`config.mk`:
```
export PLATFORM = sky130hd
export DESIGN_NAME = sensor_sync_top
export DESIGN_NICKNAME = d
export VERILOG_FILES = /design/src/hw/sync_pkg.sv /design/src/hw/sensor_sync_top.sv /design/src/hw/frame_status.sv /design/src/hw/trigger_channel.sv /design/src/hw/radar_frame_timer.sv /design/src/hw/sync_cfg_regs.sv
export SDC_FILE = /design/constraint.sdc
export NUM_CORES = 1
export LEC_CHECK = 0
export BUFFER_PORTS_ARGS = -buffer_cell sky130_fd_sc_hd__buf_2
export CAP_MARGIN = 15
export CORE_MARGIN = 8
export CORE_UTILIZATION = 30
export DETAILED_ROUTE_END_ITERATION = 6
export GPL_TIMING_DRIVEN = 1
export HOLD_SLACK_MARGIN = 0.02
export PLACE_DENSITY = 0.49
export REMOVE_ABC_BUFFERS = 1
export SLEW_MARGIN = 5
export SYNTH_ARGS = -nofsm -noshare
export SYNTH_HDL_FRONTEND = slang
export SYNTH_SLANG_ARGS = --single-unit
```
`constraint.sdc`:
```
create_clock -name clk -period 12 [get_ports clk]
set_input_delay 3.6 -clock clk [delete_from_list [all_inputs] [get_ports clk]]
set_output_delay 3.6 -clock clk [all_outputs]
set_load 0.05 [all_outputs]
```
`src/hw/sync_pkg.sv`:
```
package sync_pkg;

    //////////////////////////////////////////////////
    // configuration port

    // opcodes carried on i_cfg_op
    typedef enum logic [2:0] {
        // radar frame period in cycles
        OP_PERIOD   = 3'd0,
        // radar frame-start high time
        OP_FS_WIDTH = 3'd1,
        // per channel, picked by i_cfg_ch
        OP_OFFSET   = 3'd2,
        OP_SPACING  = 3'd3,
        OP_WIDTH    = 3'd4,
        // run control
        OP_RUN      = 3'd5,
        OP_STOP     = 3'd6
    } cfg_op_t;

    // channel select field, up to 16 channels
    localparam int CH_SEL_W = 4;

    //////////////////////////////////////////////////
    // trigger channel

    // two-pulse sequence per radar frame
    typedef enum logic [2:0] {
        ST_IDLE    = 3'd0,
        ST_WAIT    = 3'd1,
        ST_PULSE_A = 3'd2,
        ST_GAP     = 3'd3,
        ST_PULSE_B = 3'd4,
        ST_DONE    = 3'd5
    } trig_state_t;

    //////////////////////////////////////////////////
    // frame record

    // frame number width, wraps
    localparam int FRAME_CNT_W = 16;

endpackage
```
`src/hw/sensor_sync_top.sv`:
```
module sensor_sync_top
    import sync_pkg::*;
#(
    parameter int NUM_CH = 2,
    parameter int CNT_W  = 24
) (
    input  logic                   clk,
    input  logic                   rst_n,
    input  logic                   i_cfg_valid,
    input  cfg_op_t                i_cfg_op,
    input  logic [CH_SEL_W-1:0]    i_cfg_ch,
    input  logic [CNT_W-1:0]       i_cfg_data,
    output logic                   o_cfg_ready,
    output logic                   o_rec_valid,
    input  logic                   i_rec_ready,
    output logic [FRAME_CNT_W-1:0] o_rec_frame,
    output logic [NUM_CH-1:0]      o_rec_overrun,
    output logic                   o_rec_lost,
    output logic                   o_radar_fs,
    output logic [NUM_CH-1:0]      o_trig
);

    logic                    run;
    logic [CNT_W-1:0]        period;
    logic [CNT_W-1:0]        fs_width;
    logic [NUM_CH*CNT_W-1:0] offset;
    logic [NUM_CH*CNT_W-1:0] spacing;
    logic [NUM_CH*CNT_W-1:0] width;
    logic                    frame_tick;
    logic [NUM_CH-1:0]       busy;
    logic [NUM_CH-1:0]       done;
    logic [NUM_CH-1:0]       overrun;

    //////////////////////////////////////////////////
    // configuration and radar timing

    sync_cfg_regs #(.NUM_CH(NUM_CH), .CNT_W(CNT_W)) u_cfg (
        .clk(clk), .rst_n(rst_n),
        .i_cfg_valid(i_cfg_valid), .i_cfg_op(i_cfg_op), .i_cfg_ch(i_cfg_ch),
        .i_cfg_data(i_cfg_data), .o_cfg_ready(o_cfg_ready), .i_busy(busy),
        .o_run(run), .o_period(period), .o_fs_width(fs_width),
        .o_offset(offset), .o_spacing(spacing), .o_width(width)
    );

    radar_frame_timer #(.CNT_W(CNT_W)) u_timer (
        .clk(clk), .rst_n(rst_n), .i_run(run), .i_period(period),
        .i_fs_width(fs_width), .o_radar_fs(o_radar_fs), .o_frame_tick(frame_tick)
    );

    //////////////////////////////////////////////////
    // sensor channels

    // one slice of each timing bus per channel
    for (genvar g = 0; g < NUM_CH; g++) begin : g_ch
        trigger_channel #(.CNT_W(CNT_W)) u_ch (
            .clk(clk), .rst_n(rst_n), .i_run(run), .i_frame_tick(frame_tick),
            .i_offset(offset[g*CNT_W +: CNT_W]), .i_spacing(spacing[g*CNT_W +: CNT_W]),
            .i_width(width[g*CNT_W +: CNT_W]), .o_trig(o_trig[g]), .o_busy(busy[g]),
            .o_done(done[g]), .o_overrun(overrun[g])
        );
    end

    // frame records over all channels
    frame_status #(.NUM_CH(NUM_CH)) u_status (
        .clk(clk), .rst_n(rst_n), .i_done(done), .i_overrun(overrun),
        .o_rec_valid(o_rec_valid), .i_rec_ready(i_rec_ready),
        .o_rec_frame(o_rec_frame), .o_rec_overrun(o_rec_overrun), .o_rec_lost(o_rec_lost)
    );

endmodule

```
`src/hw/frame_status.sv`:
```
module frame_status
    import sync_pkg::*;
#(
    parameter int NUM_CH = 2
) (
    input  logic                   clk,
    input  logic                   rst_n,
    input  logic [NUM_CH-1:0]      i_done,
    input  logic [NUM_CH-1:0]      i_overrun,
    output logic                   o_rec_valid,
    input  logic                   i_rec_ready,
    output logic [FRAME_CNT_W-1:0] o_rec_frame,
    output logic [NUM_CH-1:0]      o_rec_overrun,
    output logic                   o_rec_lost
);

    logic [NUM_CH-1:0]      done_pend;
    logic [NUM_CH-1:0]      ovr_pend;
    logic [NUM_CH-1:0]      done_all;
    logic [NUM_CH-1:0]      ovr_all;
    logic [FRAME_CNT_W-1:0] frame_num;
    logic                   lost_pend;
    logic                   frame_end;
    logic                   rec_free;
    logic                   rec_load;

    // this cycle's flags folded into the pending masks
    assign done_all  = done_pend | i_done;
    assign ovr_all   = ovr_pend | i_overrun;
    assign frame_end = &done_all;
    // slot free, or the held record leaves this cycle
    assign rec_free  = !o_rec_valid || i_rec_ready;
    assign rec_load  = frame_end && rec_free;

    //////////////////////////////////////////////////
    // frame collection

    always_ff @(posedge clk or negedge rst_n) begin
        if (!rst_n) begin
            done_pend <= '0;
            ovr_pend  <= '0;
            frame_num <= '0;
            lost_pend <= 1'b0;
        end else if (frame_end) begin
            done_pend <= '0;
            ovr_pend  <= '0;
            // number advances on dropped frames too
            frame_num <= frame_num + 1'b1;
            lost_pend <= !rec_load;
        end else begin
            done_pend <= done_all;
            ovr_pend  <= ovr_all;
        end
    end

    //////////////////////////////////////////////////
    // record output

    always_ff @(posedge clk or negedge rst_n) begin
        if (!rst_n) begin
            o_rec_valid <= 1'b0;
        end else if (rec_load) begin
            o_rec_valid <= 1'b1;
        end else if (i_rec_ready) begin
            o_rec_valid <= 1'b0;
        end
    end

    always_ff @(posedge clk) begin
        if (rec_load) begin
            o_rec_frame   <= frame_num;
            o_rec_overrun <= ovr_all;
            o_rec_lost    <= lost_pend;
        end
    end

    // held record does not move
    a_rec_stable: assert property (@(posedge clk) disable iff (!rst_n)
        (o_rec_valid && !i_rec_ready) |=> (o_rec_valid && $stable(o_rec_frame) &&
        $stable(o_rec_overrun) && $stable(o_rec_lost)));

endmodule

```
`src/hw/trigger_channel.sv`:
```
module trigger_channel
    import sync_pkg::*;
#(
    parameter int CNT_W = 24
) (
    input  logic             clk,
    input  logic             rst_n,
    input  logic             i_run,
    input  logic             i_frame_tick,
    input  logic [CNT_W-1:0] i_offset,
    input  logic [CNT_W-1:0] i_spacing,
    input  logic [CNT_W-1:0] i_width,
    output logic             o_trig,
    output logic             o_busy,
    output logic             o_done,
    output logic             o_overrun
);

    trig_state_t state;
    trig_state_t state_nxt;

    // cycle index from the tick, two extra bits for the sums
    logic [CNT_W+1:0] cnt;
    logic [CNT_W+1:0] a_start;
    logic [CNT_W+1:0] a_end;
    logic [CNT_W+1:0] b_start;
    logic [CNT_W+1:0] b_end;

    // last cycle before each edge of the pulses
    assign a_start = {2'b00, i_offset};
    assign a_end   = a_start + {2'b00, i_width};
    assign b_start = a_start + {2'b00, i_spacing};
    assign b_end   = b_start + {2'b00, i_width};

    //////////////////////////////////////////////////
    // sequence FSM

    always_comb begin
        state_nxt = state;
        case (state)
            ST_IDLE: begin
                // offset of zero goes straight to the first pulse
                if (i_frame_tick) begin
                    state_nxt = (cnt >= a_start) ? ST_PULSE_A : ST_WAIT;
                end
            end
            ST_WAIT: begin
                if (cnt >= a_start) begin
                    state_nxt = ST_PULSE_A;
                end
            end
            ST_PULSE_A: begin
                // no gap when spacing equals width
                if (cnt >= a_end) begin
                    state_nxt = (cnt >= b_start) ? ST_PULSE_B : ST_GAP;
                end
            end
            ST_GAP: begin
                if (cnt >= b_start) begin
                    state_nxt = ST_PULSE_B;
                end
            end
            ST_PULSE_B: begin
                if (cnt >= b_end) begin
                    state_nxt = ST_DONE;
                end
            end
            ST_DONE: state_nxt = ST_IDLE;
            default: state_nxt = ST_IDLE;
        endcase
        // leaving run drops any sequence
        if (!i_run) begin
            state_nxt = ST_IDLE;
        end
    end

    always_ff @(posedge clk or negedge rst_n) begin
        if (!rst_n) begin
            state  <= ST_IDLE;
            cnt    <= '0;
            o_trig <= 1'b0;
        end else begin
            state <= state_nxt;
            // held at zero while idle, tick cycle is count 0
            if (state_nxt == ST_IDLE) begin
                cnt <= '0;
            end else begin
                cnt <= cnt + 1'b1;
            end
            o_trig <= (state_nxt == ST_PULSE_A) || (state_nxt == ST_PULSE_B);
        end
    end

    //////////////////////////////////////////////////
    // status

    // busy covers the tick cycle itself
    assign o_busy    = (state != ST_IDLE) || i_frame_tick;
    assign o_done    = (state == ST_DONE);
    // tick inside a sequence is skipped
    assign o_overrun = i_frame_tick && (state != ST_IDLE);

    a_trig_idle: assert property (@(posedge clk) disable iff (!rst_n)
        (state == ST_IDLE) |-> !o_trig);

endmodule

```
`src/hw/radar_frame_timer.sv`:
```
module radar_frame_timer #(
    parameter int CNT_W = 24
) (
    input  logic             clk,
    input  logic             rst_n,
    input  logic             i_run,
    input  logic [CNT_W-1:0] i_period,
    input  logic [CNT_W-1:0] i_fs_width,
    output logic             o_radar_fs,
    output logic             o_frame_tick
);

    logic [CNT_W-1:0] cnt_period;
    logic [CNT_W-1:0] cnt_fs;
    logic             period_end;
    logic             fs_end;
    logic             fs_d1;

    assign period_end = (cnt_period == i_period - 1'b1);
    assign fs_end     = (cnt_fs == i_fs_width - 1'b1);

    //////////////////////////////////////////////////
    // counters

    // period counter, zero in the first run cycle
    always_ff @(posedge clk or negedge rst_n) begin
        if (!rst_n) begin
            cnt_period <= '0;
        end else if (!i_run || period_end) begin
            cnt_period <= '0;
        end else begin
            cnt_period <= cnt_period + 1'b1;
        end
    end

    // high time of frame-start
    always_ff @(posedge clk or negedge rst_n) begin
        if (!rst_n) begin
            cnt_fs <= '0;
        end else if (!o_radar_fs || fs_end) begin
            cnt_fs <= '0;
        end else begin
            cnt_fs <= cnt_fs + 1'b1;
        end
    end

    //////////////////////////////////////////////////
    // frame-start and tick

    // end of high time wins over a new rise
    always_ff @(posedge clk or negedge rst_n) begin
        if (!rst_n) begin
            o_radar_fs <= 1'b0;
            fs_d1      <= 1'b0;
        end else begin
            fs_d1 <= o_radar_fs;
            if (!i_run || (o_radar_fs && fs_end)) begin
                o_radar_fs <= 1'b0;
            end else if (period_end) begin
                o_radar_fs <= 1'b1;
            end
        end
    end

    // rising edge, dropped if stop lands on the rise
    assign o_frame_tick = o_radar_fs && !fs_d1 && i_run;

    // frame-start only rises out of a running cycle
    a_tick_run: assert property (@(posedge clk) disable iff (!rst_n)
        o_frame_tick |-> $past(i_run));

endmodule

```
`src/hw/sync_cfg_regs.sv`:
```
module sync_cfg_regs
    import sync_pkg::*;
#(
    parameter int NUM_CH = 2,
    parameter int CNT_W  = 24
) (
    input  logic                    clk,
    input  logic                    rst_n,
    input  logic                    i_cfg_valid,
    input  cfg_op_t                 i_cfg_op,
    input  logic [CH_SEL_W-1:0]     i_cfg_ch,
    input  logic [CNT_W-1:0]        i_cfg_data,
    output logic                    o_cfg_ready,
    input  logic [NUM_CH-1:0]       i_busy,
    output logic                    o_run,
    output logic [CNT_W-1:0]        o_period,
    output logic [CNT_W-1:0]        o_fs_width,
    output logic [NUM_CH*CNT_W-1:0] o_offset,
    output logic [NUM_CH*CNT_W-1:0] o_spacing,
    output logic [NUM_CH*CNT_W-1:0] o_width
);

    logic cfg_wr;
    logic ch_op;

    // writes only between trigger sequences
    assign o_cfg_ready = !o_run || (i_busy == '0);
    assign cfg_wr      = i_cfg_valid && o_cfg_ready;
    assign ch_op       = (i_cfg_op == OP_OFFSET) || (i_cfg_op == OP_SPACING) ||
                         (i_cfg_op == OP_WIDTH);

    //////////////////////////////////////////////////
    // run state

    // run rises the cycle after OP_RUN is taken
    always_ff @(posedge clk or negedge rst_n) begin
        if (!rst_n) begin
            o_run <= 1'b0;
        end else if (cfg_wr && (i_cfg_op == OP_RUN)) begin
            o_run <= 1'b1;
        end else if (cfg_wr && (i_cfg_op == OP_STOP)) begin
            o_run <= 1'b0;
        end
    end

    //////////////////////////////////////////////////
    // timing registers

    // radar frame timing
    always_ff @(posedge clk or negedge rst_n) begin
        if (!rst_n) begin
            o_period   <= '0;
            o_fs_width <= '0;
        end else if (cfg_wr) begin
            if (i_cfg_op == OP_PERIOD) begin
                o_period <= i_cfg_data;
            end
            if (i_cfg_op == OP_FS_WIDTH) begin
                o_fs_width <= i_cfg_data;
            end
        end
    end

    // per channel slices of the flat buses
    always_ff @(posedge clk or negedge rst_n) begin
        if (!rst_n) begin
            o_offset  <= '0;
            o_spacing <= '0;
            o_width   <= '0;
        end else begin
            for (int i = 0; i < NUM_CH; i++) begin
                if (cfg_wr && ch_op && (i_cfg_ch == CH_SEL_W'(i))) begin
                    case (i_cfg_op)
                        OP_OFFSET:  o_offset[i*CNT_W +: CNT_W]  <= i_cfg_data;
                        OP_SPACING: o_spacing[i*CNT_W +: CNT_W] <= i_cfg_data;
                        OP_WIDTH:   o_width[i*CNT_W +: CNT_W]   <= i_cfg_data;
                        default:    ;
                    endcase
                end
            end
        end
    end

    //////////////////////////////////////////////////
    // checks

    // host never addresses a channel that is not built
    a_ch_range: assert property (@(posedge clk) disable iff (!rst_n)
        (cfg_wr && ch_op) |-> (i_cfg_ch < NUM_CH));

    // second pulse must not start inside the first one
    for (genvar g = 0; g < NUM_CH; g++) begin : g_chk
        a_spacing: assert property (@(posedge clk) disable iff (!rst_n)
            o_run |-> (o_spacing[g*CNT_W +: CNT_W] >= o_width[g*CNT_W +: CNT_W]));
    end

endmodule

```
==> results of run 1 <==
[per-layer routing]
metal | up-vias | share of wire [%]
li1 | 10040 | -
met1 | 9662 | 51
met2 | 247 | 43
met3 | 86 | 3.8
met4 | 2 | 2.5
met5 | - | 0.018
[power groups by stage]
stage	combinational [mW]	sequential (mW)	clock (mW)
after floorplan	1.19	1.45	0
after global placement	1.56	1.51	0
after detailed placement	1.57	1.50	0
after CTS	1.58	1.49	1.42
after global routing	1.76	1.51	1.46
final	1.56	1.49	1.37
[state kept, by name (all words and copies together), names as in the netlist, 6 cells and up]
register and cells:
g_ch.u_ch.cnt 52, u_cfg.o_offset 48, u_cfg.o_spacing 48, u_cfg.o_width 48, u_cfg.o_fs_width 24, u_cfg.o_period 24
u_timer.cnt_fs 24, u_timer.cnt_period 24, u_status.frame_num 16, u_status.o_rec_frame 16, g_ch.u_ch.state 6
[worst max-delay path: cells and delay by family, from the launching register on]
| kind | cells | cell delay, ns |
|---|---|---|
| AO/OA/AOI/OAI | 15 | 3.74 |
| XOR/XNOR | 2 | 0.32 |
| adder cells (fa/ha/maj) | 4 | 1.02 |
| buffers and inverters | 1 | 0.07 |
| flip-flops | 1 | 0.41 |
| AND/OR/NAND/NOR | 5 | 0.81 |
[layout make-up]
cell class | instances | area, sq um | area share [%]
Antenna cell | 2 | 5.005 | 0.01699
Clock buffer | 64 | 1306 | 4.435
Clock inverter | 15 | 196.4 | 0.6669
Inverter | 156 | 585.6 | 1.988
Multi-Input combinational cell | 2195 | 16770 | 56.94
Sequential cell | 344 | 8703 | 29.55
Tap cell | 1155 | 1445 | 4.906
Timing Repair Buffer | 75 | 440.4 | 1.495
[Yosys cell counts, drive strengths merged, types with 15 or more instances]
cell type	count
a211oi	18
a21o	128
a21oi	165
a31oi	15
and3	45
clkbuf	28
dfrtp	325
edfxtp	19
ha	353
inv	156
mux2	169
nand2	143
nand2b	30
nand3	100
nand4	48
nor2	221
nor2b	41
nor3	44
nor4	16
o21a	22
o21ai	150
o21bai	19
or3	17
xnor2	138
xor2	152
[cell families (layout without fill, tap and decap cells)]
kind of cell | Yosys count | count (layout) | synth area share, %
muxes | 173 | 173 | 7.413
adders and majority gates | 359 | 359 | 17.31
buffers and inverters | 195 | 310 | 2.912
DFF | 344 | 344 | 33.20
xor gates and xnor gates | 290 | 290 | 9.690
other | 0 | 2 | 0
AOI/OAI and AO/OA | 613 | 613 | 14.94
and+or+nand+nor | 760 | 760 | 14.53
[path summary, 6_finish.rpt]
check                                             endpoint  cells past startpoint                       startpoint  slack (ns)
max in group asynchronous  u_timer.cnt_period[7]$_DFF_PN0_                      3                            rst_n        7.12
setup / recovery             g_ch[1].u_ch.cnt[7]$_DFF_PN0_                     27   u_cfg.o_offset[24]$_DFFE_PN0P_        5.48
hold reg to reg            u_status.done_pend[0]$_DFF_PN0_                      1  u_status.done_pend[1]$_DFF_PN0_        0.44
min in group asynchronous    g_ch[0].u_ch.cnt[1]$_DFF_PN0_                      1                            rst_n        2.91
setup reg to reg             g_ch[1].u_ch.cnt[7]$_DFF_PN0_                     27   u_cfg.o_offset[24]$_DFFE_PN0P_        5.48
hold / removal             u_status.done_pend[0]$_DFF_PN0_                      1  u_status.done_pend[1]$_DFF_PN0_        0.44
[through the flow]
stage                     hold slack, ns  area (sq um)  cells  setup WS, ns  total power, mW
after floorplan                   0.4129         26040   2695         4.745            2.641
after global placement            0.4181         27950   3925         5.512            3.066
after detailed placement          0.4256         27950   3925         5.505            3.072
after CTS                         0.4345         29450   4004         5.491            4.486
after global routing              0.4551         29450   4004         4.672            4.735
final                             0.4371         29450   4006         5.478            4.418
==> results by group, run 1 <==
Outcome
  – Status: completed

Yosys
  – Syn Inst Count: around 2700
  – Post-synth EDFFs: 19
  – Avg Inst Size Synth: 9.588 sq um
  – Sequential element share of the synthesized area: 33.20%
  – Synth top area cells: dfrtp_1, ha_1, mux2_2, xor2_1, xnor2_1
  – Yosys top cell by area: dfrtp_1
  – Number of distinct library cells after synthesis: 81
  – Asr flop ratio synth: 94.48%
  – #FFs+latches synth: around 340
  – Synth warn: 0
  – Synth top area share: between 30% and 40%
  – Most common flop cell mapped by yosys: dfrtp_1
  – Mapped Area: 26210 sq um

Worst hold path
  – Min-delay worst type: flop to flop

STA
  – RSZ-0062 raised after global routing: no
  – Final setup viols: 0
  – Normalized max-slew margin: 24.00%
  – Setup_tns: 0 ns
  – Fmax: between 0.15 and 0.2 GHz
  – Slew Limit Fails: 0
  – Worst Tran Pin Value: 1.140 ns
  – Fin crit share: 54.35%
  – Clock Skew: between 0.02 and 0.03 ns
  – Final Hold Fails: 0
  – Tmin final: 6.522 ns

Placed design
  – IO buf count: 58
  – DP Wirelength: ~54000 um
  – RD Place Congestion: 0.8306

GRT
  – Largest net degree at the start of global routing: 165
  – Global-route usage over all layers: 14.53%
  – Met1 GRT Util: 21.14%
  – GR Util met3: 2.092%
  – Vias in the first global route: 19790
  – Gr ovfl total: 0
  – GR peak layer: met2
  – Met2 Usage GRT: about 22%
  – First-pass GRT wire length: 114000 um
  – Initial antenna violation count: 8

Setup path
  – Critical Path Source Type: flop
  – CP required: 12.44 ns
  – Worst path max stage delay: roughly 0.62 ns
  – Crit-path max FO: 26
  – Highest-delay cell along the critical path: o221a_2
  – Setup CP Type: flop to flop
  – Worst setup EP type: flop
  – Critical path arrival: 6.96 ns

Power
  – Comb power frac: 35.3%
  – Switching share of power: between 30% and 40%
  – Peak VDD IR: 0.1177 mV
  – Reg power frac: between 30% and 40%
  – Internal cell power: 2.817 mW
  – Clock power share: between 30% and 40%
  – LEAKAGE: 14.40 nW
  – Pwr per Cell Area: ~150 nW/um^2
  – Switching power: 1.601 mW

Clocking
  – Clk buf depth: 3
  – Clk sinks: 344
  – Num CTS Buffers: 44
  – Skew-Pair Late Insertion Delay: 0.60 ns
  – Post_cts resized: 0
  – CTS Hold Bufs: 0
  – Clk root buf: clkbuf_16
  – H-tree Lvls: 2
  – Clk pin slew, worst setup/hold paths: 0.06 ns
  – Postcts setup bufs: 0
  – CTS tree: done

Floorplanning
  – Die X: a little over 300 um
  – Io pins: 59
  – Total core area: 86620 sq um
  – Die footprint: 97090 sq um
  – FP Rows: ~110
  – Die H: 311.6 um
  – Initial Utilization: a little over 30%

Routing
  – ANT nets after route: 0
  – Vias after detailed routing: ~20000
  – Post-route DRC: 0
  – Initial DRC Count: 1112
  – WL final: 71810 um
  – Avg WL per Cell: between 15 and 20 um
  – Drt pass-1 iters: 5
  – Via density: ~5

Final layout
  – Final #Nets: 3210
  – Area grow syn2layout: 12.37%
  – Share of layout cells above drive strength 1: around 11%
  – Fin util: 34.01%
  – Most common cell after layout, fill and taps aside: ha_1
  – Most frequent cells in the layout: ha_1, dfrtp_1, nor2_1, a21oi_1, inv_1
  – Fillers: 8872

Job
  – Max Cap Viol: 0
Power figures use the tool's default switching activity.
==> run 2: changes to the inputs <==
- PLACE_DENSITY: 0.49 -> 0.51
- clock period: 12 -> 5.4 ns (I/O delays scaled with it)
==> run 2 against run 1 <==
Compared with the run above:
- the flow now finishes with violations (negative setup slack)
- clock skew down 0.0085 ns
- total power up 140%
- wire length up 3.4%
- clock-buffer cell count down 3
- sequential cell count unchanged
- first-iteration DRC count down 9.9%
- die area unchanged
- largest cell class unchanged
==> results by group, run 2 (synthesized netlist as in run 1, its figures left out) <==
Outcome
  – Status: complete, but fails checks
  – Failing checks: negative setup slack

Final layout
  – Final #Nets: between 3000 and 4000
  – Finished Layout Cells: 4235
  – Reg with most FFs: g_ch.u_ch.cnt
  – Most common cell after layout, fill and taps aside: ha_1
  – Max FFs per register: 52
  – Most frequent cells in the layout: ha_1, dfrtp_1, buf_4, nor2_1, inv_1
  – Area grow syn2layout: 21.19%
  – Fin util: 36.68%
  – Finished Cell Area: 31770 sq um
  – Share of layout cells above drive strength 1: 20.62%

Clocking
  – Clk root buf: clkbuf_16
  – H-tree Lvls: 2
  – Num CTS Buffers: 41
  – Skew-Pair Late Insertion Delay: 0.58 ns
  – CTS Hold Bufs: 0
  – Clk buf depth: 3
  – Clk sinks: 344
  – CTS tree: done
  – Clk pin slew, worst setup/hold paths: 0.06 ns

Floorplanning
  – Total core area: 86620 sq um
  – Io pins: 59
  – Die X: 311.6 um
  – Initial Utilization: 30.26%
  – Die H: 311.6 um
  – Die footprint: 97090 sq um
  – FP Rows: 108

Placed design
  – RD Place Congestion: 0.8157
  – Cell Area, Placed: 29500 sq um
  – DP Wirelength: about 56000 um
  – Pre-CTS setup slack: -0.7190 ns
  – Placed Cells incl. Taps: 4129
  – IO buf count: 58

Routing
  – Via density: 4.940
  – Initial DRC Count: around 1000
  – Drt pass-1 iters: 5
  – Avg WL per Cell: 17.54 um
  – ANT nets after route: 0
  – Post-route DRC: 0
  – Vias after detailed routing: roughly 21000
  – WL final: 74270 um

Setup path
  – CP required: 5.85 ns
  – Highest-delay cell along the critical path: dfrtp_1
  – Crit. Startpoint: u_cfg.o_spacing[33]$_DFFE_PN0P_
  – Critical Path Source Type: flop
  – Crit-path max FO: 6
  – RR Endpoint: g_ch[1].u_ch.cnt[1]$_DFF_PN0_
  – Critical path endpoint: g_ch[1].u_ch.cnt[1]$_DFF_PN0_
  – Worst path max stage delay: 0.39 ns
  – Worst setup EP type: flop
  – Critical path arrival: 6.05 ns
  – Reg2reg setup slack: -0.20 ns
  – Crit Reg-Reg Startpoint: u_cfg.o_spacing[33]$_DFFE_PN0P_
  – Setup CP Type: flop to flop
  – Reg2Reg Depth: 25

Power
  – Peak VDD IR: between 0.2 and 0.3 mV
  – LEAKAGE: 15.64 nW
  – Power Total: around 10 mW
  – Pwr per Cell Area: 328.7 nW/um^2

STA
  – Final setup viols: 27
  – Worst Tran Pin Value: about 0.90 ns
  – Normalized max-slew margin: 39.31%
  – Slew Limit Fails: 0
  – Clock Skew: 0.02067 ns
  – Fin crit share: 103.7%
  – Fmax: 0.1786 GHz
  – RSZ-0062 raised after global routing: yes
  – Tmin final: 5.599 ns
  – Final Hold Fails: 0
  – Slack of the critical path: -0.1989 ns

GRT
  – Largest net degree at the start of global routing: between 100 and 150
  – Vias in the first global route: 21140
  – Global-route usage over all layers: 14.96%
  – First-pass GRT wire length: 117600 um
  – Initial antenna violation count: 8
  – Gr ovfl total: 0

Job
  – Max Cap Viol: 0

Worst hold path
  – Min-delay worst type: flop to flop
## run 2: changes by cell type in the layout (fill, tap and decap cells not counted), moves of 7 or more
cell / change
nor2_2: +11
nor2_1: -15
ha_1: -7
buf_4: +222
a21oi_1: -25
a21oi_2: +23
o21ai_0: -12
o21ai_1: +7
## run 2: worst min-delay path by stage
stage,slack (ns),cells past startpoint,start,endpoint
4_1_cts,0.43,1,u_status.done_pend[1]$_DFF_PN0_,u_status.done_pend[0]$_DFF_PN0_
5_1_grt,0.47,1,u_status.done_pend[1]$_DFF_PN0_,u_status.done_pend[0]$_DFF_PN0_
6_report,0.44,1,u_status.done_pend[1]$_DFF_PN0_,u_status.done_pend[0]$_DFF_PN0_
3_5_place_dp,0.43,1,u_status.done_pend[1]$_DFF_PN0_,u_status.done_pend[0]$_DFF_PN0_
3_3_place_gp,0.42,1,u_status.done_pend[1]$_DFF_PN0_,u_status.done_pend[0]$_DFF_PN0_
2_1_floorplan,0.41,1,u_status.done_pend[1]$_DFF_PN0_,u_status.done_pend[0]$_DFF_PN0_
## run 2: layout make-up
type	instances	area, sq um
Antenna cell	6	15.01
Clock buffer	61	1244
Clock inverter	14	183.9
Fill cell	8741	54850
Inverter	156	585.6
Multi-Input combinational cell	2195	17360
Sequential cell	344	8703
Tap cell	1155	1445
Timing Repair Buffer	304	2236
## run 2: metrics by stage
stage,hold WS [ns],TNS [ns]
floorplan,0.4129,-3.437
global placement,0.4168,-19.45
detailed placement,0.4264,-20.37
CTS,0.4344,-4.050
global route,0.4707,-12.85
finish,0.4355,-4.805
## run 2: worst max-delay path, delay by kind of cell, from the launching register on
family / cells / cell delay [ns]
AO/OA/AOI/OAI: 15 / 3.13
adder cells (fa/ha/maj): 3 / 0.85
AND/OR/NAND/NOR: 4 / 0.62
flip-flops: 1 / 0.39
XOR/XNOR: 2 / 0.32
buffers and inverters: 1 / 0.16
## run 2: per-layer routing
| metal | up-vias | share of wire, % | global-route usage, % |
|---|---|---|---|
| li1 | 10510 | - | - |
| met1 | 10110 | 50 | 21.13 |
| met2 | 221 | 45 | 24.06 |
| met3 | 75 | 3.4 | 2.098 |
| met4 | 2 | 1.8 | 3.471 |
| met5 | - | 0.022 | 0 |
## run 2: power by group
part,internal [mW],total (mW),switching (mW)
Combinational,2.05,4.18,2.14
Clock,1.79,2.96,1.18
Sequential,2.88,3.29,0.416
Total,6.71,10.4,3.73
## run 2: what timing repair did
item / in CTS / in global routing
cloned: 2 / 0
endpoints found under the setup margin: 32 / 34
pin swaps: 71 / 75
buffers inserted: 18 / 6
resized for setup: 83 / 49
==> run 3: changes to the inputs <==
- PLACE_DENSITY: 0.51 -> unset
==> run 3 against run 2 <==
Compared with the run above:
- the run still ends with negative setup slack left
- clock skew rose by 0.0036 ns
- total power rose by 0.55%
- worst setup slack got worse by 0.095 ns
- wire length fell by 4.7%
- die area did not move
- clock-buffer cell count fell by 4
- critical path type unchanged
- non-clock buffer count rose by 7
- sequential cell count did not move
- final cell count rose by 0.14%
- maximum frequency fell by 1.7%
- via count rose by 1.3%
- utilization barely moved
==> results by group, run 3 (synthesized netlist as in run 1, its figures left out) <==
STA
  – Fin crit share: 105.4%
  – Final Hold Fails: 0
  – Final setup viols: 27
  – Fmax: 0.1756 GHz
  – Worst Tran Pin Value: 1.083 ns
  – Slack of the critical path: -0.2942 ns
  – Normalized max-slew margin: around 28%
  – Clock Skew: 0.02426 ns
  – Setup_tns: -7.051 ns
  – Tmin final: ~5.7 ns
  – Slew Limit Fails: 0
  – RSZ-0062 raised after global routing: yes

Job
  – Max Cap Viol: 0

Routing
  – Vias after detailed routing: 21190
  – Initial DRC Count: 1293
  – ANT nets after route: 0
  – Drt pass-1 iters: 7
  – Post-route DRC: 0
  – Via density: 4.997
  – Avg WL per Cell: 16.69 um
  – WL final: approximately 71000 um

Setup path
  – Crit-path max FO: 6
  – Worst path max stage delay: between 0.3 and 0.4 ns
  – Critical Path Source Type: flop
  – CP required: 5.86 ns
  – Worst setup EP type: flop
  – Highest-delay cell along the critical path: dfrtp_1
  – Crit-path most repeated cell: buf_4
  – Critical path arrival: 6.16 ns
  – CP delay by family, top: compound AO/OA/AOI/OAI gates
  – CP bufs+invs: 7
  – Setup CP Type: flop to flop

GRT
  – First-pass GRT wire length: 112800 um
  – Largest net degree at the start of global routing: 92
  – Gr ovfl total: 0
  – Initial antenna violation count: 4
  – Vias in the first global route: 21000
  – Global-route usage over all layers: 14.15%

Placed design
  – DP Wirelength: 54110 um
  – Placed Cells incl. Taps: 4110
  – Cell Area, Placed: 29360 sq um
  – RD Place Congestion: 0.8666
  – IO buf count: 58

Final layout
  – Reg with most FFs: g_ch.u_ch.cnt
  – Share of layout cells above drive strength 1: 21.04%
  – Finished Layout Cells: 4241
  – Most frequent cells in the layout: ha_1, dfrtp_1, buf_4, nor2_1, inv_1
  – Register area: 8705 sq um
  – Final #Nets: 3445
  – Fin util: 36.70%
  – Max FFs per register: 52
  – Most common cell after layout, fill and taps aside: ha_1
  – Fillers: 8695
  – Area grow syn2layout: 21.28%
  – Multi-input gate area: 17280 sq um
  – Finished Cell Area: 31790 sq um

Power
  – Pwr per Cell Area: roughly 330 nW/um^2
  – Internal cell power: approximately 6.7 mW
  – Reg power frac: about a third
  – Switching share of power: a little over a third
  – LEAKAGE: approximately 16 nW
  – Peak VDD IR: 0.2461 mV
  – Clock power share: about 28%
  – Switching power: 3.791 mW
  – Comb power frac: between 40% and 50%

Outcome
  – Failing checks: negative setup slack
  – Status: complete, but fails checks

Clocking
  – Clk pin slew, worst setup/hold paths: 0.06 ns
  – Clk buf depth: 3
  – H-tree Lvls: 2
  – Num CTS Buffers: 43
  – CTS Hold Bufs: 0
  – Clk sinks: about 340
  – Clk root buf: clkbuf_16
  – Skew-Pair Late Insertion Delay: 0.58 ns
  – CTS tree: done

Floorplanning
  – Io pins: 59
  – FP Rows: between 100 and 150
  – Total core area: 86620 sq um
  – Die footprint: about 100000 sq um
  – Die X: 311.6 um
  – Die H: 311.6 um
  – Initial Utilization: just over 30%

Worst hold path
  – Min-delay worst type: flop to flop
run 3: power groups by stage:
stage	Sequential, mW	Clock, mW	Combinational, mW
final	3.30	2.97	4.23
after CTS	3.30	3.06	4.07
after global routing	3.35	3.16	4.71
after detailed placement	3.34	0	3.87
after floorplan	3.23	0	2.64
after global placement	3.34	0	3.82
run 3: area by class of cell:
| class | instances | share of cell area [%] |
|---|---|---|
| clock buffer | 57 | 3.869 |
| clock inverter | 22 | 0.7005 |
| multi-input combinational | 2195 | 54.36 |
| antenna | 1 | 0.007871 |
| tap | 1155 | 4.546 |
| inverter | 156 | 1.842 |
| timing repair buffer | 311 | 7.297 |
| sequential | 344 | 27.38 |
run 3: per-stage QoR:
step / power (mW) / hold WS [ns] / setup slack, ns
after floorplan: 5.868 / 0.4129 / -0.1331
after global placement: 7.150 / 0.4178 / -0.4821
after detailed placement: 7.214 / 0.4274 / -0.5570
after CTS: 10.42 / 0.4354 / -0.1861
after global routing: 11.22 / 0.4665 / -0.5237
final: 10.50 / 0.4339 / -0.2942
run 3: timing repair:
action                     4_1_cts  5_1_grt
setup buffers                   35       16
gates cloned                     2        1
resized for setup               64       71
setup endpoints to repair       30       34
pin swaps                       52       85
run 3: path summary, 6_finish.rpt:
kind                                                         to                             from  cells after the start  slack (ns)
worst max-delay path             g_ch[1].u_ch.cnt[11]$_DFF_PN0_   u_cfg.o_offset[24]$_DFFE_PN0P_                     30       -0.29
worst min-delay path            u_status.done_pend[0]$_DFF_PN0_  u_status.done_pend[1]$_DFF_PN0_                      1        0.43
worst max register to register   g_ch[1].u_ch.cnt[11]$_DFF_PN0_   u_cfg.o_offset[24]$_DFFE_PN0P_                     30       -0.29
worst min register to register  u_status.done_pend[0]$_DFF_PN0_  u_status.done_pend[1]$_DFF_PN0_                      1        0.43
max in group asynchronous         u_cfg.o_width[31]$_DFFE_PN0P_                            rst_n                      2        3.32
min in group asynchronous         u_cfg.o_offset[1]$_DFFE_PN0P_                            rst_n                      1        1.05
run 3: per-layer routing:
layer | wire length (um) | vias to the layer above | GRT usage [%]
met2 | 32740 | 274 | 23.66
met3 | 2358 | 97 | 1.900
met4 | 1817 | 2 | 3.764
met5 | 13 | - | 0
li1 | - | 10540 | -
met1 | 33850 | 10280 | 19.12
